<file path="src/common/tracker_pkg.sv">
// Shared sizing and payload types for the out-of-order read tracker
// Used by the allocator, the metadata table and the response stage
package tracker_pkg;

    // ################################################
    // Sizing
    // ################################################

    // Default tag count, the top level may override
    localparam int unsigned NUM_TAGS_DEFAULT = 8;

    // Client request id width
    localparam int unsigned REQ_ID_W = 6;
    // Read address width
    localparam int unsigned ADDR_W   = 16;
    // Read data width
    localparam int unsigned DATA_W   = 32;

    // ################################################
    // Payload types
    // ################################################

    typedef logic [REQ_ID_W-1:0] req_id_t;
    typedef logic [ADDR_W-1:0]   addr_t;
    typedef logic [DATA_W-1:0]   data_t;

    // Stored per tag, 22 bits
    // id sits in the upper bits, address in the lower bits
    typedef struct packed {
        req_id_t req_id;
        addr_t   addr;
    } req_meta_t;

endpackage

</file>
<file path="src/design/tag_alloc/tag_queue.sv">
// Tag allocator, hands out the lowest free tag first
// Tags return through the free port, used vector is exported
`timescale 1ns/1ps

module tag_queue #(
    parameter int unsigned  NUM_TAGS = 8,
    localparam int unsigned TAG_W    = $clog2(NUM_TAGS)
) (
    input  logic                clk_i,
    input  logic                rst_n_i,

    // Release port
    input  logic                free_i,
    input  logic [TAG_W-1:0]    free_tag_i,

    // Allocation port
    input  logic                get_i,
    output logic                valid_o,
    output logic [TAG_W-1:0]    tag_o,

    // Current occupancy
    output logic [NUM_TAGS-1:0] used_o
);

    // ################################################
    // Signals
    // ################################################

    // One bit per tag, set while outstanding
    logic [NUM_TAGS-1:0] used_q;
    logic [NUM_TAGS-1:0] used_d;

    // Lowest clear bit of the current vector
    logic [TAG_W-1:0]    free_idx;
    logic                any_free;

    // ################################################
    // Lowest free search
    // ################################################

    always_comb begin
        free_idx = '0;
        any_free = 1'b0;
        // Scan from the top down so the lowest index wins
        for (int i = NUM_TAGS - 1; i >= 0; i--) begin
            if (!used_q[i]) begin
                free_idx = TAG_W'(i);
                any_free = 1'b1;
            end
        end
    end

    // Ready while at least one tag is clear
    assign valid_o = any_free;

    // Tag is zero unless a grant happens
    assign tag_o   = (get_i && valid_o) ? free_idx : '0;

    // ################################################
    // Next state
    // ################################################

    always_comb begin
        used_d = used_q;
        // Release, tag reusable from the next cycle on
        if (free_i) begin
            used_d[free_tag_i] = 1'b0;
        end
        // Grant works on used_q, never hits a tag freed this cycle
        if (get_i && valid_o) begin
            used_d[free_idx] = 1'b1;
        end
    end

    always_ff @(posedge clk_i) begin
        if (!rst_n_i) begin
            // All tags free after reset
            used_q <= '0;
        end else begin
            used_q <= used_d;
        end
    end

    // Raw register view for the response stage
    assign used_o = used_q;

endmodule

</file>
<file path="src/design/tag_alloc/tag_meta_table.sv">
// Per-tag metadata store, request id and address
// Written on allocation, read combinationally by response tag
`timescale 1ns/1ps

module tag_meta_table #(
    parameter int unsigned  NUM_TAGS = 8,
    localparam int unsigned TAG_W    = $clog2(NUM_TAGS)
) (
    input  logic                  clk_i,
    input  logic                  rst_n_i,

    // Write side, from the accepted request
    input  logic                  wr_en_i,
    input  logic [TAG_W-1:0]      wr_tag_i,
    input  tracker_pkg::req_meta_t wr_meta_i,

    // Read side, indexed by the response tag
    input  logic [TAG_W-1:0]      rd_tag_i,
    output tracker_pkg::req_meta_t rd_meta_o
);

    // ################################################
    // Storage
    // ################################################

    tracker_pkg::req_meta_t meta_q [NUM_TAGS];

    // One cycle write latency
    always_ff @(posedge clk_i) begin
        if (!rst_n_i) begin
            for (int i = 0; i < NUM_TAGS; i++) begin
                meta_q[i] <= '0;
            end
        end else if (wr_en_i) begin
            meta_q[wr_tag_i] <= wr_meta_i;
        end
    end

    // ################################################
    // Read port
    // ################################################

    // Same cycle lookup
    // Out of range tags read as zero when NUM_TAGS is not a power of two
    always_comb begin
        rd_meta_o = '0;
        if (32'(rd_tag_i) < NUM_TAGS) begin
            rd_meta_o = meta_q[rd_tag_i];
        end
    end

endmodule

</file>
<file path="src/design/rsp_merge.sv">
// Response stage, checks the tag, frees it and registers the completion
// Unknown tags turn into a one-cycle error pulse
`timescale 1ns/1ps

module rsp_merge #(
    parameter int unsigned  NUM_TAGS = 8,
    localparam int unsigned TAG_W    = $clog2(NUM_TAGS)
) (
    input  logic                   clk_i,
    input  logic                   rst_n_i,

    // Memory response
    input  logic                   rsp_i,
    input  logic [TAG_W-1:0]       rsp_tag_i,
    input  tracker_pkg::data_t     rsp_data_i,

    // Allocator state and table lookup
    input  logic [NUM_TAGS-1:0]    used_i,
    input  tracker_pkg::req_meta_t meta_i,

    // Release strobe into the allocator
    output logic                   free_o,
    output logic [TAG_W-1:0]       free_tag_o,

    // Completion, one cycle after the response
    output logic                   cpl_valid_o,
    output logic                   cpl_err_o,
    output tracker_pkg::req_id_t   cpl_id_o,
    output tracker_pkg::addr_t     cpl_addr_o,
    output tracker_pkg::data_t     cpl_data_o
);

    // ################################################
    // Tag check
    // ################################################

    logic tag_ok;

    // Tag must be in range and currently outstanding
    assign tag_ok = (32'(rsp_tag_i) < NUM_TAGS) && used_i[rsp_tag_i];

    // Release in the response cycle itself
    assign free_o     = rsp_i && tag_ok;
    assign free_tag_o = rsp_tag_i;

    // ################################################
    // Completion register
    // ################################################

    // Strobes, cleared on reset
    always_ff @(posedge clk_i) begin
        if (!rst_n_i) begin
            cpl_valid_o <= 1'b0;
            cpl_err_o   <= 1'b0;
        end else begin
            cpl_valid_o <= rsp_i && tag_ok;
            cpl_err_o   <= rsp_i && !tag_ok;
        end
    end

    // Payload, loaded on every response
    always_ff @(posedge clk_i) begin
        if (rsp_i) begin
            cpl_data_o <= rsp_data_i;
            if (tag_ok) begin
                cpl_id_o   <= meta_i.req_id;
                cpl_addr_o <= meta_i.addr;
            end else begin
                // Error carries data only
                cpl_id_o   <= '0;
                cpl_addr_o <= '0;
            end
        end
    end

endmodule

</file>
<file path="src/design/req_tracker_top.sv">
// Outstanding read tracker for a memory port with out-of-order responses
// Ties the tag allocator, the metadata table and the response stage together
`timescale 1ns/1ps

module req_tracker_top #(
    parameter int unsigned  NUM_TAGS = tracker_pkg::NUM_TAGS_DEFAULT,
    localparam int unsigned TAG_W    = $clog2(NUM_TAGS)
) (
    input  logic                 clk_i,
    input  logic                 rst_n_i,

    // Client request
    input  logic                 req_i,
    input  tracker_pkg::req_id_t req_id_i,
    input  tracker_pkg::addr_t   req_addr_i,
    output logic                 ready_o,

    // Memory request
    output logic                 mem_req_o,
    output logic [TAG_W-1:0]     mem_tag_o,
    output tracker_pkg::addr_t   mem_addr_o,

    // Memory response
    input  logic                 rsp_i,
    input  logic [TAG_W-1:0]     rsp_tag_i,
    input  tracker_pkg::data_t   rsp_data_i,

    // Completion
    output logic                 cpl_valid_o,
    output logic                 cpl_err_o,
    output tracker_pkg::req_id_t cpl_id_o,
    output tracker_pkg::addr_t   cpl_addr_o,
    output tracker_pkg::data_t   cpl_data_o
);

    // ################################################
    // Internal wiring
    // ################################################

    logic                   accept;
    logic [TAG_W-1:0]       alloc_tag;
    logic [NUM_TAGS-1:0]    used_vec;
    logic                   free_stb;
    logic [TAG_W-1:0]       free_tag;
    tracker_pkg::req_meta_t wr_meta;
    tracker_pkg::req_meta_t rd_meta;

    // Request only counts while a tag is free
    assign accept         = req_i && ready_o;

    // Pack the stored payload
    assign wr_meta.req_id = req_id_i;
    assign wr_meta.addr   = req_addr_i;

    // Downstream request in the accepting cycle
    assign mem_req_o  = accept;
    assign mem_tag_o  = alloc_tag;
    assign mem_addr_o = req_addr_i;

    // ################################################
    // Allocator
    // ################################################

    tag_queue #(
        .NUM_TAGS(NUM_TAGS)
    ) u_tag_queue (
        .clk_i     (clk_i),
        .rst_n_i   (rst_n_i),
        .free_i    (free_stb),
        .free_tag_i(free_tag),
        .get_i     (accept),
        .valid_o   (ready_o),
        .tag_o     (alloc_tag),
        .used_o    (used_vec)
    );

    // Metadata, written at the allocated tag
    tag_meta_table #(
        .NUM_TAGS(NUM_TAGS)
    ) u_tag_meta_table (
        .clk_i    (clk_i),
        .rst_n_i  (rst_n_i),
        .wr_en_i  (accept),
        .wr_tag_i (alloc_tag),
        .wr_meta_i(wr_meta),
        .rd_tag_i (rsp_tag_i),
        .rd_meta_o(rd_meta)
    );

    // ################################################
    // Response stage
    // ################################################

    rsp_merge #(
        .NUM_TAGS(NUM_TAGS)
    ) u_rsp_merge (
        .clk_i      (clk_i),
        .rst_n_i    (rst_n_i),
        .rsp_i      (rsp_i),
        .rsp_tag_i  (rsp_tag_i),
        .rsp_data_i (rsp_data_i),
        .used_i     (used_vec),
        .meta_i     (rd_meta),
        .free_o     (free_stb),
        .free_tag_o (free_tag),
        .cpl_valid_o(cpl_valid_o),
        .cpl_err_o  (cpl_err_o),
        .cpl_id_o   (cpl_id_o),
        .cpl_addr_o (cpl_addr_o),
        .cpl_data_o (cpl_data_o)
    );

endmodule

</file>
<file path="config.mk">
export PLATFORM = sky130hd
export DESIGN_NAME = req_tracker_top
export DESIGN_NICKNAME = d
export VERILOG_FILES = /design/src/common/tracker_pkg.sv /design/src/design/tag_alloc/tag_queue.sv /design/src/design/tag_alloc/tag_meta_table.sv /design/src/design/rsp_merge.sv /design/src/design/req_tracker_top.sv
export SDC_FILE = /design/constraint.sdc
export NUM_CORES = 1
export LEC_CHECK = 0
export ABC_CLOCK_PERIOD_IN_PS = 4800
export BUFFER_PORTS_ARGS = -buffer_cell sky130_fd_sc_hd__buf_2
export CAP_MARGIN = 5
export CORE_MARGIN = 2
export CORE_UTILIZATION = 42
export CTS_BUF_LIST = sky130_fd_sc_hd__clkbuf_4
export DETAILED_ROUTE_END_ITERATION = 8
export PLACE_DENSITY = 0.64
export SYNTH_ARGS = -nofsm -noshare
export SYNTH_HDL_FRONTEND = slang
export SYNTH_SLANG_ARGS = --single-unit
</file>
<file path="constraint.sdc">
create_clock -name clk_i -period 4.8 [get_ports clk_i]
set_clock_uncertainty 0.05 [all_clocks]
set_input_delay 0.48 -clock clk_i [delete_from_list [all_inputs] [get_ports clk_i]]
set_output_delay 0.48 -clock clk_i [all_outputs]
set_load 0.005 [all_outputs]
</file>
Word-level counts from Yosys, hierarchy flattened
Memories as Yosys holds them, arrays and structs flattened. A register that Yosys moved wholly into a read port is not among the register bits.
Index checks and enable logic that the tools add are counted.

word-level totals
  latch bits = 0
  bits in read-only memories = 0
  input bits = 61
  output and inout bits = 77
  logic and storage cells = 53
  flip-flop bits (word level) = 42
  memories kept = 1
  memory bits (writable) = 176

memories
  name                     depth  width  read ports  clocked after Yosys merged registers in  write ports  RTL line              source
  u_tag_meta_table.meta_q  8      22     1           1                                        8            tag_meta_table.sv:26  tracker_pkg::req_meta_t meta_q [NUM_TAGS];

cells by class
  eq/ne operators = 0
  mux-type cells = 32
  $mul = 0
  shift-type cells = 0
  bitwise logic cells = 3
  reductions and logical operators = 9
  add/subtract/negate cells = 0
  div/mod/pow operators = 0
  $lt $le $gt $ge = 4

operator list
  cell                number
  $mux 3              10
  $mux 22             1
  $reduce_or 22->1    1
  $mux 1              16
  $mux 8              2
  $and 8x8->8         1
  $lt 3x4->1 const B  2
  $not 8->8           1
  $or 8x8->8          1
  $demux 1 s3         2
  $ge 3x1->1 const B  2
  $logic_and 1x1->1   6
  $bmux 1 s3          1
  $logic_not 1->1     2

Longest topological paths before layout
  word-level depth = 14
  mapped depth = 7
  depth with buffers taken out = 4

By module
From an unflattened synthesis, not the netlist that was laid out.

second synthesis, totals
  cells, all modules = 675
  area, all modules = 10501.3 µm²

by module, submodules not included
  module           area each (µm²)  cells each  sequential area each (µm²)  times used
  tag_meta_table   7961.4           506         5285.1                      1
  rsp_merge        1978.1           99          1661.6                      1
  tag_queue        435.4            53          160.2                       1
  req_tracker_top  126.4            17          0.0                         1

Least setup slack after synthesis
No wires, ideal clock.

  path kind = input-to-reg
  from = input port req_i
  to = memory u_tag_meta_table.meta_q[6][0] in the netlist's numbering, enable pin
  data required time = 4315 ps
  library setup time = 435 ps
  data arrival time = 3061 ps
  slack = 1254 ps
  buffers on the path = 2
  cell stages on the path = 5
  cells stage by stage = clkbuf_1 and2_1 nand4_1 clkbuf_1 o31ai_1

RTL lines
  item                RTL line               source
  start: declaration  req_tracker_top.sv:13  input logic req_i,
  end: declaration    tag_meta_table.sv:26

Worst setup path after layout
  from = register u_tag_queue.used_q[2], in the netlist u_tag_queue.used_o[2]
  to = output port mem_tag_o[0]

on the way
  word-level cells in the longest chain between the ends = 6
  elaborated cells between the ends (all ways) = 9
  those cells by class = 7 x mux; 2 x reduce/logical

RTL lines
  item                      RTL line               source
  start: declaration        tag_queue.sv:30        logic [NUM_TAGS-1:0] used_q;
  start signal: assignment  tag_queue.sv:80        used_q <= used_d;
  $mux 1 (3 in a row)       tag_queue.sv:46        if (!used_q[i]) begin
  $logic_and 1x1->1         req_tracker_top.sv:49  assign accept = req_i && ready_o;
  $logic_and 1x1->1         tag_queue.sv:57        assign tag_o = (get_i && valid_o) ? free_idx : '0;
  $mux 3 (*)                tag_queue.sv:57
  end: declaration          req_tracker_top.sv:20  output logic [TAG_W-1:0] mem_tag_o,

Every way passes the cells marked *; elsewhere a longest branch is shown, timed or not.

==> flow_summary.toml <==
[run_status]
status = "finished clean"

[worst_setup_path]
crit_path_cell_trace = "nand3_1, a21oi_2, buf_4, or2_2, buf_2"
slowest_delay_ps = 800
critPathMaxFanout = 15
cp_slowest_cell = "a21oi_2"
rr_endpoint = "u_tag_meta_table.meta_q[6][13]"
endpoint_kind = "primary output"
critical_path_required_ps = 4270
r2r_start = "u_tag_queue.used_o[2]"
cp.arrival_ps = 2870
startpoint_type = "flop"
worst-setup-path-type = "flop to primary output"
r2r_slack_ps = 2090
worst-r2r-cell-count = 5

[grt]
grt_remaining_overflow = 0
antenna_found_initial = 1
grt_util_all_layers = 0.2268
first_global_vias = 7250
grt_pass1_wl_um = 43770
grt_max_degree = 44

[timing]
tns_ps = 0
hold_ws_ps = 136.7
clock.fmax_ghz = 0.2941
slew_headroom = 0.2127
timing.final.crit_share = 0.7085
tightest_slew_ps = 1180
slew_violations = 0
rsz0062_at_grt = "false"
hold_viol = 0
setup_violations = 0
period_needed_ps = 3401

[detailed_routing]
wl_um = 29300
drtIter0Drc = 603
dr_total_vias = 7167
drc = 0
wl_per_cell_um = 22.30
drt-vias-per-instance = 5.454
final_antenna_net_count = 0
dr.pass1.iters = 5

[clock_network]
cts.clk_slew.worst_paths_ps = 70
cts-root-buf = "clkbuf_4"
cts_buffers = 66
clock_path_buffers = 3
htree_num_levels = 3
cts_setup_buffers = 0
clkLatencyLatePin_ps = 670
cts.repair.resized = 0
cts.sinks = 240
ctsHoldBuffers = 32
cts_tree = "built"

[job]
timing.max_cap.violations = 0

[die]
start_util = 0.4305
core_um2 = 24460
rows = 57
die_area_um2 = 26350
die_h_um = 162.3
die_w_um = 162.3
io_pins = 138

[worst_hold_path]
hold_end = "u_tag_meta_table.meta_q[0][11]"
hold_path_depth = 2
hold_start = "req_addr_i[11]"
worstHoldPathType = "input port to flop"

[placement]
port_buffers = 137
gp_congestion = 0.8492
dp_hpwl_um = 17660

[cells_and_area]
nFillCells = 2100
nets = 1001
multi_input_area_um2 = 3117
synthToLayoutAreaGrowth_pct = 20.65
final_cell_mix = "230 x edfxtp_1, 140 x and2_1, 137 x buf_2"
mostFrequentLayoutCell = "edfxtp_1"
drive_above_1_share = 0.3175
regArea_um2 = 7107

[synthesis]
postSynthAreaPerCell_um2 = 14.10
ys_seq_area_frac = 0.6749
synth_cells = 747
syn_nets = 808
syn_area_um2 = 10530
ys_seq_elements = 240
ys_types = 48
ys_warn_count = 0

[pwr]
leakagePower_nw = 4.993
power_density_nw_per_um2 = 368.1
vdd_drop_max_mv = 0.1858
p_total_w = 0.004677
## layout make-up
cell class	instances	share of cell area
sequential	240	0.5594
inverter	6	0.001773
clock buffer	101	0.05968
antenna	1	0.0001970
timing repair buffer	192	0.09277
tap	324	0.03191
multi-input combinational	434	0.2453
clock inverter	16	0.008962
## routing by layer
metal / up-vias / part of all wire / global-route usage
met4: 0 / 0.027 / 0.09051
li1: 3251 / - / -
met2: 384 / 0.47 / 0.3646
met3: 56 / 0.090 / 0.05373
met1: 3476 / 0.41 / 0.2991
met5: - / 0 / 0
## synthesized netlist by cell type (all sizes together)
cell / count / area share
o221a: 2 / 0.0038
o2111a: 1 / 0.0011
mux4: 5 / 0.011
o22ai: 2 / 0.0012
mux2: 22 / 0.024
and4: 1 / 0.00083
o211a: 2 / 0.0019
and2: 141 / 0.084
a21o: 2 / 0.0014
inv: 6 / 0.0021
nand2: 18 / 0.0064
mux2i: 19 / 0.018
nor2: 26 / 0.0093
nand4: 3 / 0.0018
o32ai: 1 / 0.00083
a31oi: 12 / 0.0071
nor3: 3 / 0.0014
o21ai: 17 / 0.0081
o31ai: 1 / 0.00071
o211ai: 1 / 0.0012
o21a: 6 / 0.0043
o2bb2ai: 4 / 0.0033
nor4b: 22 / 0.018
nor3b: 4 / 0.0038
a22oi: 21 / 0.015
clkbuf: 32 / 0.011
o21bai: 1 / 0.00071
nand2b: 4 / 0.0024
nor2b: 8 / 0.0048
or2: 1 / 0.00059
dfxtp: 10 / 0.019
and3: 28 / 0.017
a221oi: 15 / 0.012
o2111ai: 1 / 0.00083
edfxtp: 230 / 0.66
a222oi: 1 / 0.00095
and3b: 2 / 0.0017
a221o: 3 / 0.0029
a22o: 3 / 0.0025
buf: 35 / 0.022
nand3: 7 / 0.0033
a211oi: 1 / 0.00071
a21oi: 23 / 0.011
## registers in the layout, indices dropped and copies added (netlist names)
name / flops
u_rsp_merge.cpl_id_o: 6
u_tag_queue.used_o: 8
u_rsp_merge.cpl_valid_o: 1
u_tag_meta_table.meta_q: 176
u_rsp_merge.cpl_data_o: 32
u_rsp_merge.cpl_addr_o: 16
u_rsp_merge.cpl_err_o: 1
## worst max-delay path by stage
stage                           from  depth (start not counted)                             to  slack, ps
2_1_floorplan                  req_i                          5  u_tag_meta_table.meta_q[6][0]       1250
3_3_place_gp            rsp_tag_i[2]                          5     u_rsp_merge.cpl_addr_o[11]       1690
3_5_place_dp            rsp_tag_i[0]                          6      u_rsp_merge.cpl_addr_o[7]       1620
4_1_cts        u_tag_queue.used_o[2]                          5                   mem_tag_o[0]       1320
5_1_grt        u_tag_queue.used_o[6]                          6                   mem_tag_o[0]       1190
6_report       u_tag_queue.used_o[2]                          5                   mem_tag_o[0]       1400
## metrics by stage
stage,cells,setup slack (ps),cell area [µm²],util
3_5_place_dp,1164,1617,11510,0.4705
6_report,1314,1399,12700,0.5194
3_3_place_gp,1164,1687,11510,0.4705
5_1_grt,1314,1193,12700,0.5194
2_1_floorplan,747,1254,10530,-
4_1_cts,1313,1318,12700,0.5193
## worst max-delay path, delay by kind of cell (launching register included)
kind	cells	cell delay, ps
AO/OA/AOI/OAI	1	800
buffers and inverters	2	470
flip-flops	1	630
AND/OR/NAND/NOR	2	290
## power by group
| part | internal (W) | switching (W) | leakage [nW] |
|---|---|---|---|
| Clock | 0.00107 | 0.000829 | 0.528 |
| Sequential | 0.00240 | 0.0000341 | 2.41 |
| Combinational | 0.000134 | 0.000214 | 2.05 |
## kinds of logic after synthesis
kind of cell	after synthesis	share of synthesized area
compound gates	120	0.08187
buf+inv	73	0.03577
mux	46	0.05228
flops	240	0.6749
simple gates	268	0.1552
Note: power is estimated with default switching activity, not from simulation.
